===== src/hw/frontend_pkg.sv =====
package frontend_pkg;

    localparam int XLEN        = 32;
    localparam int LINE_BITS   = 256;
    localparam int LINE_WORDS  = 8;
    localparam int ORDER_BITS  = 64;
    localparam int QUEUE_DEPTH = 8;

    localparam logic [XLEN-1:0] RESET_PC = 32'haaaaa000;

    // derived widths
    localparam int LINE_OFF_BITS = $clog2(LINE_BITS / 8);
    localparam int WORD_SEL_BITS = $clog2(LINE_WORDS);
    localparam int QPTR_BITS     = $clog2(QUEUE_DEPTH);
    localparam int QCNT_BITS     = $clog2(QUEUE_DEPTH + 1);

    // rv32i major opcodes
    localparam logic [6:0] OPC_LUI    = 7'b0110111;
    localparam logic [6:0] OPC_AUIPC  = 7'b0010111;
    localparam logic [6:0] OPC_JAL    = 7'b1101111;
    localparam logic [6:0] OPC_JALR   = 7'b1100111;
    localparam logic [6:0] OPC_BRANCH = 7'b1100011;
    localparam logic [6:0] OPC_LOAD   = 7'b0000011;
    localparam logic [6:0] OPC_STORE  = 7'b0100011;
    localparam logic [6:0] OPC_OP_IMM = 7'b0010011;
    localparam logic [6:0] OPC_OP     = 7'b0110011;

    typedef logic [XLEN-1:0] addr_t;

    // word 0 sits in the low bits
    typedef logic [LINE_WORDS-1:0][XLEN-1:0] line_t;

    typedef struct packed {
        logic [6:0] funct7;
        logic [4:0] rs2;
        logic [4:0] rs1;
        logic [2:0] funct3;
        logic [4:0] rd;
        logic [6:0] opcode;
    } r_fmt_t;

    typedef struct packed {
        logic [11:0] imm12;
        logic [4:0]  rs1;
        logic [2:0]  funct3;
        logic [4:0]  rd;
        logic [6:0]  opcode;
    } i_fmt_t;

    typedef union packed {
        r_fmt_t          r_fmt;
        i_fmt_t          i_fmt;
        logic [XLEN-1:0] raw;
    } inst_word_t;

    typedef enum logic [1:0] {
        op_alu,
        op_br,
        op_mem,
        op_none
    } op_class_t;

    typedef struct packed {
        logic [ORDER_BITS-1:0] order;
        addr_t                 pc;
        inst_word_t            inst;
    } fetch_entry_t;

    typedef struct packed {
        logic                  valid;
        logic [ORDER_BITS-1:0] order;
        addr_t                 pc;
        inst_word_t            inst;
        op_class_t             op_class;
        logic [4:0]            rd_addr;
        logic [4:0]            rs1_addr;
        logic [4:0]            rs2_addr;
        logic                  use_rs1;
        logic                  use_rs2;
        logic [XLEN-1:0]       imm;
    } dec_inst_t;

endpackage

===== src/hw/frontend_top.sv =====
`timescale 1ns/10ps

module frontend_top (
    input  logic                    clk,
    input  logic                    rst,

    output logic                    line_req_o,
    output frontend_pkg::addr_t     line_addr_o,
    input  logic                    line_resp_i,
    input  frontend_pkg::line_t     line_data_i,

    input  logic                    redirect_i,
    input  frontend_pkg::addr_t     redirect_pc_i,
    input  logic                    stall_i,

    output frontend_pkg::dec_inst_t dec_o
);

    frontend_pkg::fetch_entry_t fetch_entry;
    frontend_pkg::fetch_entry_t head_entry;
    logic                       push;
    logic                       pop;
    logic                       q_full;
    logic                       q_empty;

    fetch_unit u_fetch (
        .clk           (clk),
        .rst           (rst),
        .redirect_i    (redirect_i),
        .redirect_pc_i (redirect_pc_i),
        .line_req_o    (line_req_o),
        .line_addr_o   (line_addr_o),
        .line_resp_i   (line_resp_i),
        .line_data_i   (line_data_i),
        .full_i        (q_full),
        .push_o        (push),
        .entry_o       (fetch_entry)
    );

    // redirect doubles as the queue flush
    inst_queue u_queue (
        .clk     (clk),
        .rst     (rst),
        .flush_i (redirect_i),
        .push_i  (push),
        .entry_i (fetch_entry),
        .full_o  (q_full),
        .pop_i   (pop),
        .head_o  (head_entry),
        .empty_o (q_empty)
    );

    decode_stage u_decode (
        .clk        (clk),
        .rst        (rst),
        .redirect_i (redirect_i),
        .stall_i    (stall_i),
        .empty_i    (q_empty),
        .head_i     (head_entry),
        .pop_o      (pop),
        .dec_o      (dec_o)
    );

endmodule


===== src/hw/decode_stage.sv =====
`timescale 1ns/10ps

module decode_stage (
    input  logic                       clk,
    input  logic                       rst,
    input  logic                       redirect_i,
    input  logic                       stall_i,

    input  logic                       empty_i,
    input  frontend_pkg::fetch_entry_t head_i,
    output logic                       pop_o,

    output frontend_pkg::dec_inst_t    dec_o
);

    frontend_pkg::dec_inst_t  dec_next;
    frontend_pkg::inst_word_t inst;
    logic [6:0]               opcode;
    logic                     use_rd;
    logic                     use_rs1;
    logic                     use_rs2;
    logic                     use_imm;

    assign pop_o  = !empty_i && !stall_i;
    assign inst   = head_i.inst;
    assign opcode = inst.r_fmt.opcode;

    always_comb begin
        dec_next          = '0;
        dec_next.op_class = frontend_pkg::op_none;
        use_rd            = 1'b0;
        use_rs1           = 1'b0;
        use_rs2           = 1'b0;
        use_imm           = 1'b0;

        case (opcode)
            frontend_pkg::OPC_LUI,
            frontend_pkg::OPC_AUIPC: begin
                dec_next.op_class = frontend_pkg::op_alu;
                use_rd            = 1'b1;
            end
            frontend_pkg::OPC_OP_IMM: begin
                dec_next.op_class = frontend_pkg::op_alu;
                use_rd            = 1'b1;
                use_rs1           = 1'b1;
                use_imm           = 1'b1;
            end
            frontend_pkg::OPC_OP: begin
                dec_next.op_class = frontend_pkg::op_alu;
                use_rd            = 1'b1;
                use_rs1           = 1'b1;
                use_rs2           = 1'b1;
            end
            frontend_pkg::OPC_BRANCH: begin
                dec_next.op_class = frontend_pkg::op_br;
                use_rs1           = 1'b1;
                use_rs2           = 1'b1;
            end
            frontend_pkg::OPC_JAL: begin
                dec_next.op_class = frontend_pkg::op_br;
                use_rd            = 1'b1;
            end
            frontend_pkg::OPC_JALR: begin
                dec_next.op_class = frontend_pkg::op_br;
                use_rd            = 1'b1;
                use_rs1           = 1'b1;
                use_imm           = 1'b1;
            end
            frontend_pkg::OPC_LOAD: begin
                dec_next.op_class = frontend_pkg::op_mem;
                use_rd            = 1'b1;
                use_rs1           = 1'b1;
                use_imm           = 1'b1;
            end
            frontend_pkg::OPC_STORE: begin
                dec_next.op_class = frontend_pkg::op_mem;
                use_rs1           = 1'b1;
                use_rs2           = 1'b1;
            end
            default: begin
                dec_next.op_class = frontend_pkg::op_none;
            end
        endcase

        dec_next.valid    = pop_o;
        dec_next.order    = head_i.order;
        dec_next.pc       = head_i.pc;
        dec_next.inst     = inst;
        dec_next.use_rs1  = use_rs1;
        dec_next.use_rs2  = use_rs2;
        dec_next.rd_addr  = use_rd ? inst.r_fmt.rd : 5'd0;
        dec_next.rs1_addr = use_rs1 ? inst.r_fmt.rs1 : 5'd0;
        dec_next.rs2_addr = use_rs2 ? inst.r_fmt.rs2 : 5'd0;
        // sign extended i-type immediate
        dec_next.imm      = use_imm ?
            {{(frontend_pkg::XLEN-12){inst.i_fmt.imm12[11]}}, inst.i_fmt.imm12} : '0;
    end

    always_ff @(posedge clk) begin
        if (rst || redirect_i) begin
            dec_o.valid <= 1'b0;
        end else if (!stall_i) begin
            dec_o <= dec_next;
        end
    end

    stall_hold: assert property (@(posedge clk) disable iff (rst)
        (stall_i && !redirect_i && dec_o.valid) |=> $stable(dec_o))
        else $error("decode output changed under stall");

endmodule


===== src/hw/inst_queue.sv =====
`timescale 1ns/10ps

module inst_queue (
    input  logic                       clk,
    input  logic                       rst,
    input  logic                       flush_i,

    input  logic                       push_i,
    input  frontend_pkg::fetch_entry_t entry_i,
    output logic                       full_o,

    input  logic                       pop_i,
    output frontend_pkg::fetch_entry_t head_o,
    output logic                       empty_o
);

    frontend_pkg::fetch_entry_t             slots [frontend_pkg::QUEUE_DEPTH];
    logic [frontend_pkg::QPTR_BITS-1:0]     head_ptr;
    logic [frontend_pkg::QPTR_BITS-1:0]     tail_ptr;
    logic [frontend_pkg::QCNT_BITS-1:0]     count;

    assign full_o  = (count == frontend_pkg::QCNT_BITS'(frontend_pkg::QUEUE_DEPTH));
    assign empty_o = (count == '0);
    assign head_o  = slots[head_ptr];

    always_ff @(posedge clk) begin
        if (rst || flush_i) begin
            head_ptr <= '0;
            tail_ptr <= '0;
            count    <= '0;
        end else begin
            if (push_i) begin
                tail_ptr <= tail_ptr + 1'b1;
            end
            if (pop_i) begin
                head_ptr <= head_ptr + 1'b1;
            end
            case ({push_i, pop_i})
                2'b10:   count <= count + 1'b1;
                2'b01:   count <= count - 1'b1;
                default: count <= count;
            endcase
        end
    end

    always_ff @(posedge clk) begin
        if (push_i && !flush_i) begin
            slots[tail_ptr] <= entry_i;
        end
    end

    no_push_full: assert property (@(posedge clk) disable iff (rst)
        push_i |-> !full_o)
        else $error("push into a full queue");

    no_pop_empty: assert property (@(posedge clk) disable iff (rst)
        pop_i |-> !empty_o)
        else $error("pop from an empty queue");

endmodule


===== src/hw/fetch_unit.sv =====
`timescale 1ns/10ps

module fetch_unit (
    input  logic                       clk,
    input  logic                       rst,
    input  logic                       redirect_i,
    input  frontend_pkg::addr_t        redirect_pc_i,

    output logic                       line_req_o,
    output frontend_pkg::addr_t        line_addr_o,
    input  logic                       line_resp_i,
    input  frontend_pkg::line_t        line_data_i,

    input  logic                       full_i,
    output logic                       push_o,
    output frontend_pkg::fetch_entry_t entry_o
);

    frontend_pkg::addr_t                                pc;
    logic [frontend_pkg::ORDER_BITS-1:0]                order;
    frontend_pkg::line_t                                buf_line;
    logic [frontend_pkg::XLEN-1:frontend_pkg::LINE_OFF_BITS] buf_tag;
    logic                                               buf_valid;
    logic                                               pending;
    logic                                               stale;
    logic                                               hit;
    logic [frontend_pkg::WORD_SEL_BITS-1:0]             word_sel;

    assign hit = buf_valid &&
                 (pc[frontend_pkg::XLEN-1:frontend_pkg::LINE_OFF_BITS] == buf_tag);
    assign word_sel = pc[frontend_pkg::LINE_OFF_BITS-1:2];

    // no push on a redirect edge since the queue flushes there
    assign push_o = hit && !full_i && !redirect_i;

    assign entry_o.order    = order;
    assign entry_o.pc       = pc;
    assign entry_o.inst.raw = buf_line[word_sel];

    always_ff @(posedge clk) begin
        if (rst) begin
            pc    <= frontend_pkg::RESET_PC;
            order <= '0;
        end else if (redirect_i) begin
            pc <= redirect_pc_i;
        end else if (push_o) begin
            pc    <= pc + 32'd4;
            order <= order + 1'b1;
        end
    end

    // one outstanding line request at a time
    always_ff @(posedge clk) begin
        if (rst) begin
            line_req_o <= 1'b0;
            pending    <= 1'b0;
            stale      <= 1'b0;
        end else begin
            line_req_o <= 1'b0;
            if (line_resp_i) begin
                pending <= 1'b0;
                stale   <= 1'b0;
            end else if (!pending && !hit && !redirect_i) begin
                line_req_o <= 1'b1;
                pending    <= 1'b1;
            end else if (pending && redirect_i) begin
                // drop the old path response when it shows up
                stale <= 1'b1;
            end
        end
    end

    always_ff @(posedge clk) begin
        if (rst) begin
            buf_valid <= 1'b0;
        end else if (line_resp_i && !stale) begin
            buf_valid <= 1'b1;
        end
    end

    always_ff @(posedge clk) begin
        if (!pending && !hit) begin
            line_addr_o <= {pc[frontend_pkg::XLEN-1:frontend_pkg::LINE_OFF_BITS],
                            {frontend_pkg::LINE_OFF_BITS{1'b0}}};
        end
        if (line_resp_i && !stale) begin
            buf_line <= line_data_i;
            buf_tag  <= line_addr_o[frontend_pkg::XLEN-1:frontend_pkg::LINE_OFF_BITS];
        end
    end

    // a new request only after the previous response came back
    req_while_pending: assert property (@(posedge clk) disable iff (rst)
        (pending && !line_resp_i) |=> !line_req_o)
        else $error("line request issued while one is pending");

endmodule


===== config.mk =====
export PLATFORM = sky130hd
export DESIGN_NAME = frontend_top
export DESIGN_NICKNAME = d
export VERILOG_FILES = /design/src/hw/frontend_pkg.sv /design/src/hw/frontend_top.sv /design/src/hw/decode_stage.sv /design/src/hw/inst_queue.sv /design/src/hw/fetch_unit.sv
export SDC_FILE = /design/constraint.sdc
export NUM_CORES = 1
export LEC_CHECK = 0
export ABC_AREA = 0
export BUFFER_PORTS_ARGS = -buffer_cell sky130_fd_sc_hd__buf_2
export CORE_MARGIN = 2
export CORE_UTILIZATION = 50
export DETAILED_ROUTE_END_ITERATION = 16
export PLACE_DENSITY = 0.71
export SLEW_MARGIN = 25
export SYNTH_ARGS = -nofsm -noshare
export SYNTH_HDL_FRONTEND = slang
export SYNTH_SLANG_ARGS = --single-unit

===== constraint.sdc =====
create_clock -name clk -period 17.07 [get_ports clk]
set_clock_uncertainty 0.2 [all_clocks]
set_input_delay 3.414 -clock clk [delete_from_list [all_inputs] [get_ports clk]]
set_output_delay 3.414 -clock clk [all_outputs]
set_load 0.03 [all_outputs]

* After elaboration in Yosys (flattened, before gate mapping)
Memories as Yosys holds them, arrays and structs flattened. A register that Yosys moved wholly into a read port is not among the register bits.
Index checks and enable logic that the tools add are counted.
Widths: inputs -> output; s select.
** Cells by class
- Add/sub/neg operators :: 6
- Magnitude comparators :: 1
- Eq/ne operators :: 13
- Muxes and demuxes :: 15
- Bitwise operators :: 4
- Reduce and logical (&&, ||, !) cells :: 31
** Operators with widths (number)
- $bmux 32 s3 :: 1
- $mux 32 :: 3
- $add 64x1->64 const B :: 1
- $add 32x3->32 const B :: 1
- $eq 27x27->1 :: 1
- $eq 7x6->1 const B :: 3
- $eq 7x7->1 const B :: 3
- $eq 7x5->1 const B :: 2
- $logic_and 1x1->1 :: 9
- $reduce_or 3->1 :: 3
- $pmux 4 s2 :: 1
- $eq 7x2->1 const B :: 1
- $logic_not 1->1 :: 7
- $mux 1 :: 7
- $reduce_or 7->1 :: 1
- $add 3x1->3 const B :: 2
- $mux 3 :: 2
- $pmux 2 s3 :: 1
- $reduce_and 2->1 :: 3
- $reduce_or 6->1 :: 1
- $add 4x1->4 const B :: 1
- $eq 4x4->1 const B :: 1
- $logic_not 4->1 :: 1
- $lt 3x4->1 const B :: 1
- other kinds (8) :: 13
** Word-level totals
- Register bits :: 580
- Bits in writable memories :: 1024
- Bits of input ports :: 293
- Output and inout port bits :: 213
- Memories kept :: 1
** Memory list
- u_queue.slots :: depth 8, bits a word 128, read ports 1, clocked after Yosys merged registers in 1, write ports 1, line inst_queue.sv:17 : frontend_pkg::fetch_entry_t slots [frontend_pkg::QUEUE_DEPTH];

* Logic depth before layout (Yosys ltp)
- Depth after elaboration :: 7
- Depth in mapped cells :: 15
- Depth with buffers taken out :: 11

* Cells and area by module
From an unflattened synthesis, not the netlist that was laid out.
** Second synthesis, totals
- Cells, all modules :: 2909
- Area, all modules :: 61654.1 µm²
** By module, submodules not included
- inst_queue :: instances 1, cells each 1554, area an instance 39539.2 µm², sequential area each 31009.7 µm²
- fetch_unit :: instances 1, cells each 1122, area an instance 16818.6 µm², sequential area each 11310.8 µm²
- decode_stage :: instances 1, cells each 233, area an instance 5296.3 µm², sequential area each 4794.6 µm²

* Worst setup path before layout
No wires, ideal clock.
- Kind :: in2reg
- From :: input port redirect_i
- To :: memory u_queue.slots[0][0] in the netlist's numbering, enable pin
- Arrival time :: 16156 ps
- Setup slack :: -215 ps
- Stages :: 5
- Buffers on the path :: 2
- Cell sequence :: clkbuf_1 inv_1 nand3_1 buf_1 nor4_1
** Between the ends
- Word-level cells in the longest chain between the ends :: 5
** RTL lines
- start, declared :: line frontend_top.sv:12 : input logic redirect_i,
- $logic_not 1->1 * :: line inst_queue.sv:47, fetch_unit.sv:34
- $logic_and 1x1->1 :: line fetch_unit.sv:34 : assign push_o = hit && !full_i && !redirect_i;
- $logic_and 1x1->1 * :: line inst_queue.sv:47 : if (push_i && !flush_i) begin
- $mux 1 * :: line inst_queue.sv:47
- $mux 1 (implied by the code) * :: line inst_queue.sv:48 : slots[tail_ptr] <= entry_i;
- end, declared :: line inst_queue.sv:17
Mark *: on every way between the ends. The rest lies on a longest branch, timed or not.

* Worst setup path in the final report
- From :: input port redirect_i
- To :: memory u_queue.slots[2][115] in the netlist's numbering, enable pin
The elaborated chain is that of the path after synthesis.

==> out/results.ini <==
[placed_design]
portBuffers=500
place_hpwl_um=81700
place_congestion=0.827
dpl_worst_slack_ns=9.67

[layout]
fin_nets=3771
areaGrowthSynthToFinish_pct=15.9
finish.utilization=0.586
drive_gt1_frac=0.357

[clock_network]
clk_latency_ns=0.77
clock-sinks=1607
htree_levels=4
clkSlewWorstSetupHoldPaths_ns=0.06
postCtsSetupBuffers=0
ctsResizeCount=0
cts_tree=done
clockBufferDepth=3
cts_hold_buf=0
clockRootBuffer=clkbuf_16
cts_inserted_buffers=160

[floorplan]
core_mm2=0.120
ioPinCount=506
initial_core_util=0.506
num_rows=127
dieArea_mm2=0.124
die_y_um=353
chipWidth_um=353

[synthesis]
synth_warnings=0
postSynthAreaPerCell_um2=20.9
yosysSeqAreaShare=0.774
synth_cell_types=61
ys_ff_latch=1607
ys.flop_type=edfxtp_1
synth_cells=2909
synth_area_mm2=0.0608
async_reset_ff_frac=0
synth_edf_count=1493

[sta]
slew_headroom=0.320
finalHoldWorstSlack_ns=0.260
worst_slew_pin_slew_ns=1.02
fin_tns_setup_ns=0
min_period_ns=6.64
post-route-period-util=0.389
fmax_mhz=151
hold_viol_final=0
finalSetupViolCount=0
layout_setup_ws_ns=10.43
slew_violations=0
rsz0062_at_grt=no

[grt]
grt_pass1_vias=30600
grt_pass1_wl_um=199000
met2_usage=0.351
grt_start_max_net_pins=197
antenna_found_initial=14
top_usage_layer=met2
use_met3=0.0438
gr-usage-met1=0.299
track_usage=0.216
grt-ovfl-total=0

[setup_path]
cp-end-kind=register
r2r_slack_ns=11.38
crit_fanout=51
worst_ep_required_time_ns=17.25
setup.worst_path.start_class=input port
critical_path_class=input port to register
worstPathArrival_ns=6.83

[routing]
wl_um=134000
firstDrtPassIters=6
routed_via_density=5.80
drtIter0Drc=3041
ant_nets=0
drt-wirelength-per-cell_um=25.7
vias=30200
post-route-drc-count=0

[pwr]
peakVddDrop_mv=0.105
powerDensity_mw_per_mm2=115
p_leak_nw=23.2

[min_path]
hp-class=register to register

[run]
maxCapViolCount=0

[outcome]
status=complete, no violations

[sequential cells by signal (all words and copies together) (netlist names), 3 cells and up, named ones only]
register	flops
u_fetch.buf_tag	27
u_decode.dec_o	160
u_fetch.pc	32
u_fetch.order	64
u_queue.count	4
u_queue.head_ptr	3
u_queue.tail_ptr	3
u_fetch.buf_line	256
u_fetch.line_addr_o	27
u_queue.slots	1024
[kinds of logic (layout without fill, tap and decap cells)]
logic type,count (synthesis),count (layout),synth area share
xor+xnor,46,46,0.00662
other cells,1,9,0.0000616
flops,1607,1607,0.774
fa+ha+maj,8,8,0.00177
compound gates,177,177,0.0174
buf+inv,186,870,0.0137
simple gates,398,398,0.0370
mux,486,486,0.149
[placed cells by master, fill, tap and decap left out, types with 48 or more instances in the layout]
cell type  netlist  layout
mux4_2         320     320
nor2_1          69      64
edfxtp_1      1493    1493
buf_4           28      49
a21oi_1         64      64
mux2_2         155     155
or3_1           48      48
nand2_1         52      52
buf_2           22     499
dfxtp_1        114     108
clkbuf_16        0     161
o21ai_0         55      55
[area by class of cell]
| cell class | count | area, um2 |
|---|---|---|
| Antenna cell | 4 | 10.0 |
| Clock buffer | 202 | 4230 |
| Clock inverter | 87 | 957 |
| Fill cell | 8708 | 49800 |
| Inverter | 23 | 86.3 |
| Multi-Input combinational cell | 1120 | 13000 |
| Sequential cell | 1607 | 47100 |
| Tap cell | 1612 | 2020 |
| Timing Repair Buffer | 558 | 3090 |
[where the power goes]
part | total (mW) | switching, mW | internal, mW
clock | 3.45 | 1.47 | 1.98
sequential | 4.40 | 0.0397 | 4.36
combinational | 0.235 | 0.149 | 0.0857
[metrics by stage]
step | instances | total power, mW | cell area, um2
after global placement | 4914 | 4.72 | 65200
after detailed placement | 4918 | 4.72 | 65300
after floorplan | 2913 | 4.62 | 60900
after CTS | 5207 | 8.16 | 70500
final | 5213 | 8.09 | 70500
after global routing | 5210 | 8.33 | 70500
[synth_stat cells, types with 32 or more instances]
library cell,n,area (um2)
buf_1,35,131
and3_1,32,200
nand4_1,44,275
mux2_2,155,1750
mux4_2,320,7210
dfxtp_1,114,2280
clkbuf_1,78,293
nand2_1,52,195
a21oi_1,64,320
or3_1,48,300
edfxtp_1,1493,44800
o21ai_0,55,275
nor2_1,69,259
[worst max-delay path, cell delays in order]
cell and delay (ns):
buf_2 0.10, buf_4 0.23, inv_1 0.12, buf_4 0.43, nand3_1 0.61, nor3_2 0.38, buf_4 0.67, buf_4 0.76
[layer usage]
layer | vias up | wire (um)
met5 | - | 21
met4 | 4 | 2970
met3 | 172 | 9740
met2 | 1178 | 66300
met1 | 15700 | 54900
li1 | 13100 | -
[final timing paths]
check | startpoint | endpoint | cells past startpoint
setup / recovery | redirect_i | u_queue.slots[2][115]$_DFFE_PP_ | 8
hold / removal | u_fetch.line_addr_o[15]$_DFFE_PP_ | u_fetch.buf_tag[15]$_DFFE_PP_ | 0
setup reg to reg | u_fetch.pc[18]$_SDFFE_PP0N_ | u_queue.slots[6][124]$_DFFE_PP_ | 9
hold reg to reg | u_fetch.line_addr_o[15]$_DFFE_PP_ | u_fetch.buf_tag[15]$_DFFE_PP_ | 0
(Power assumes the default switching activity.)
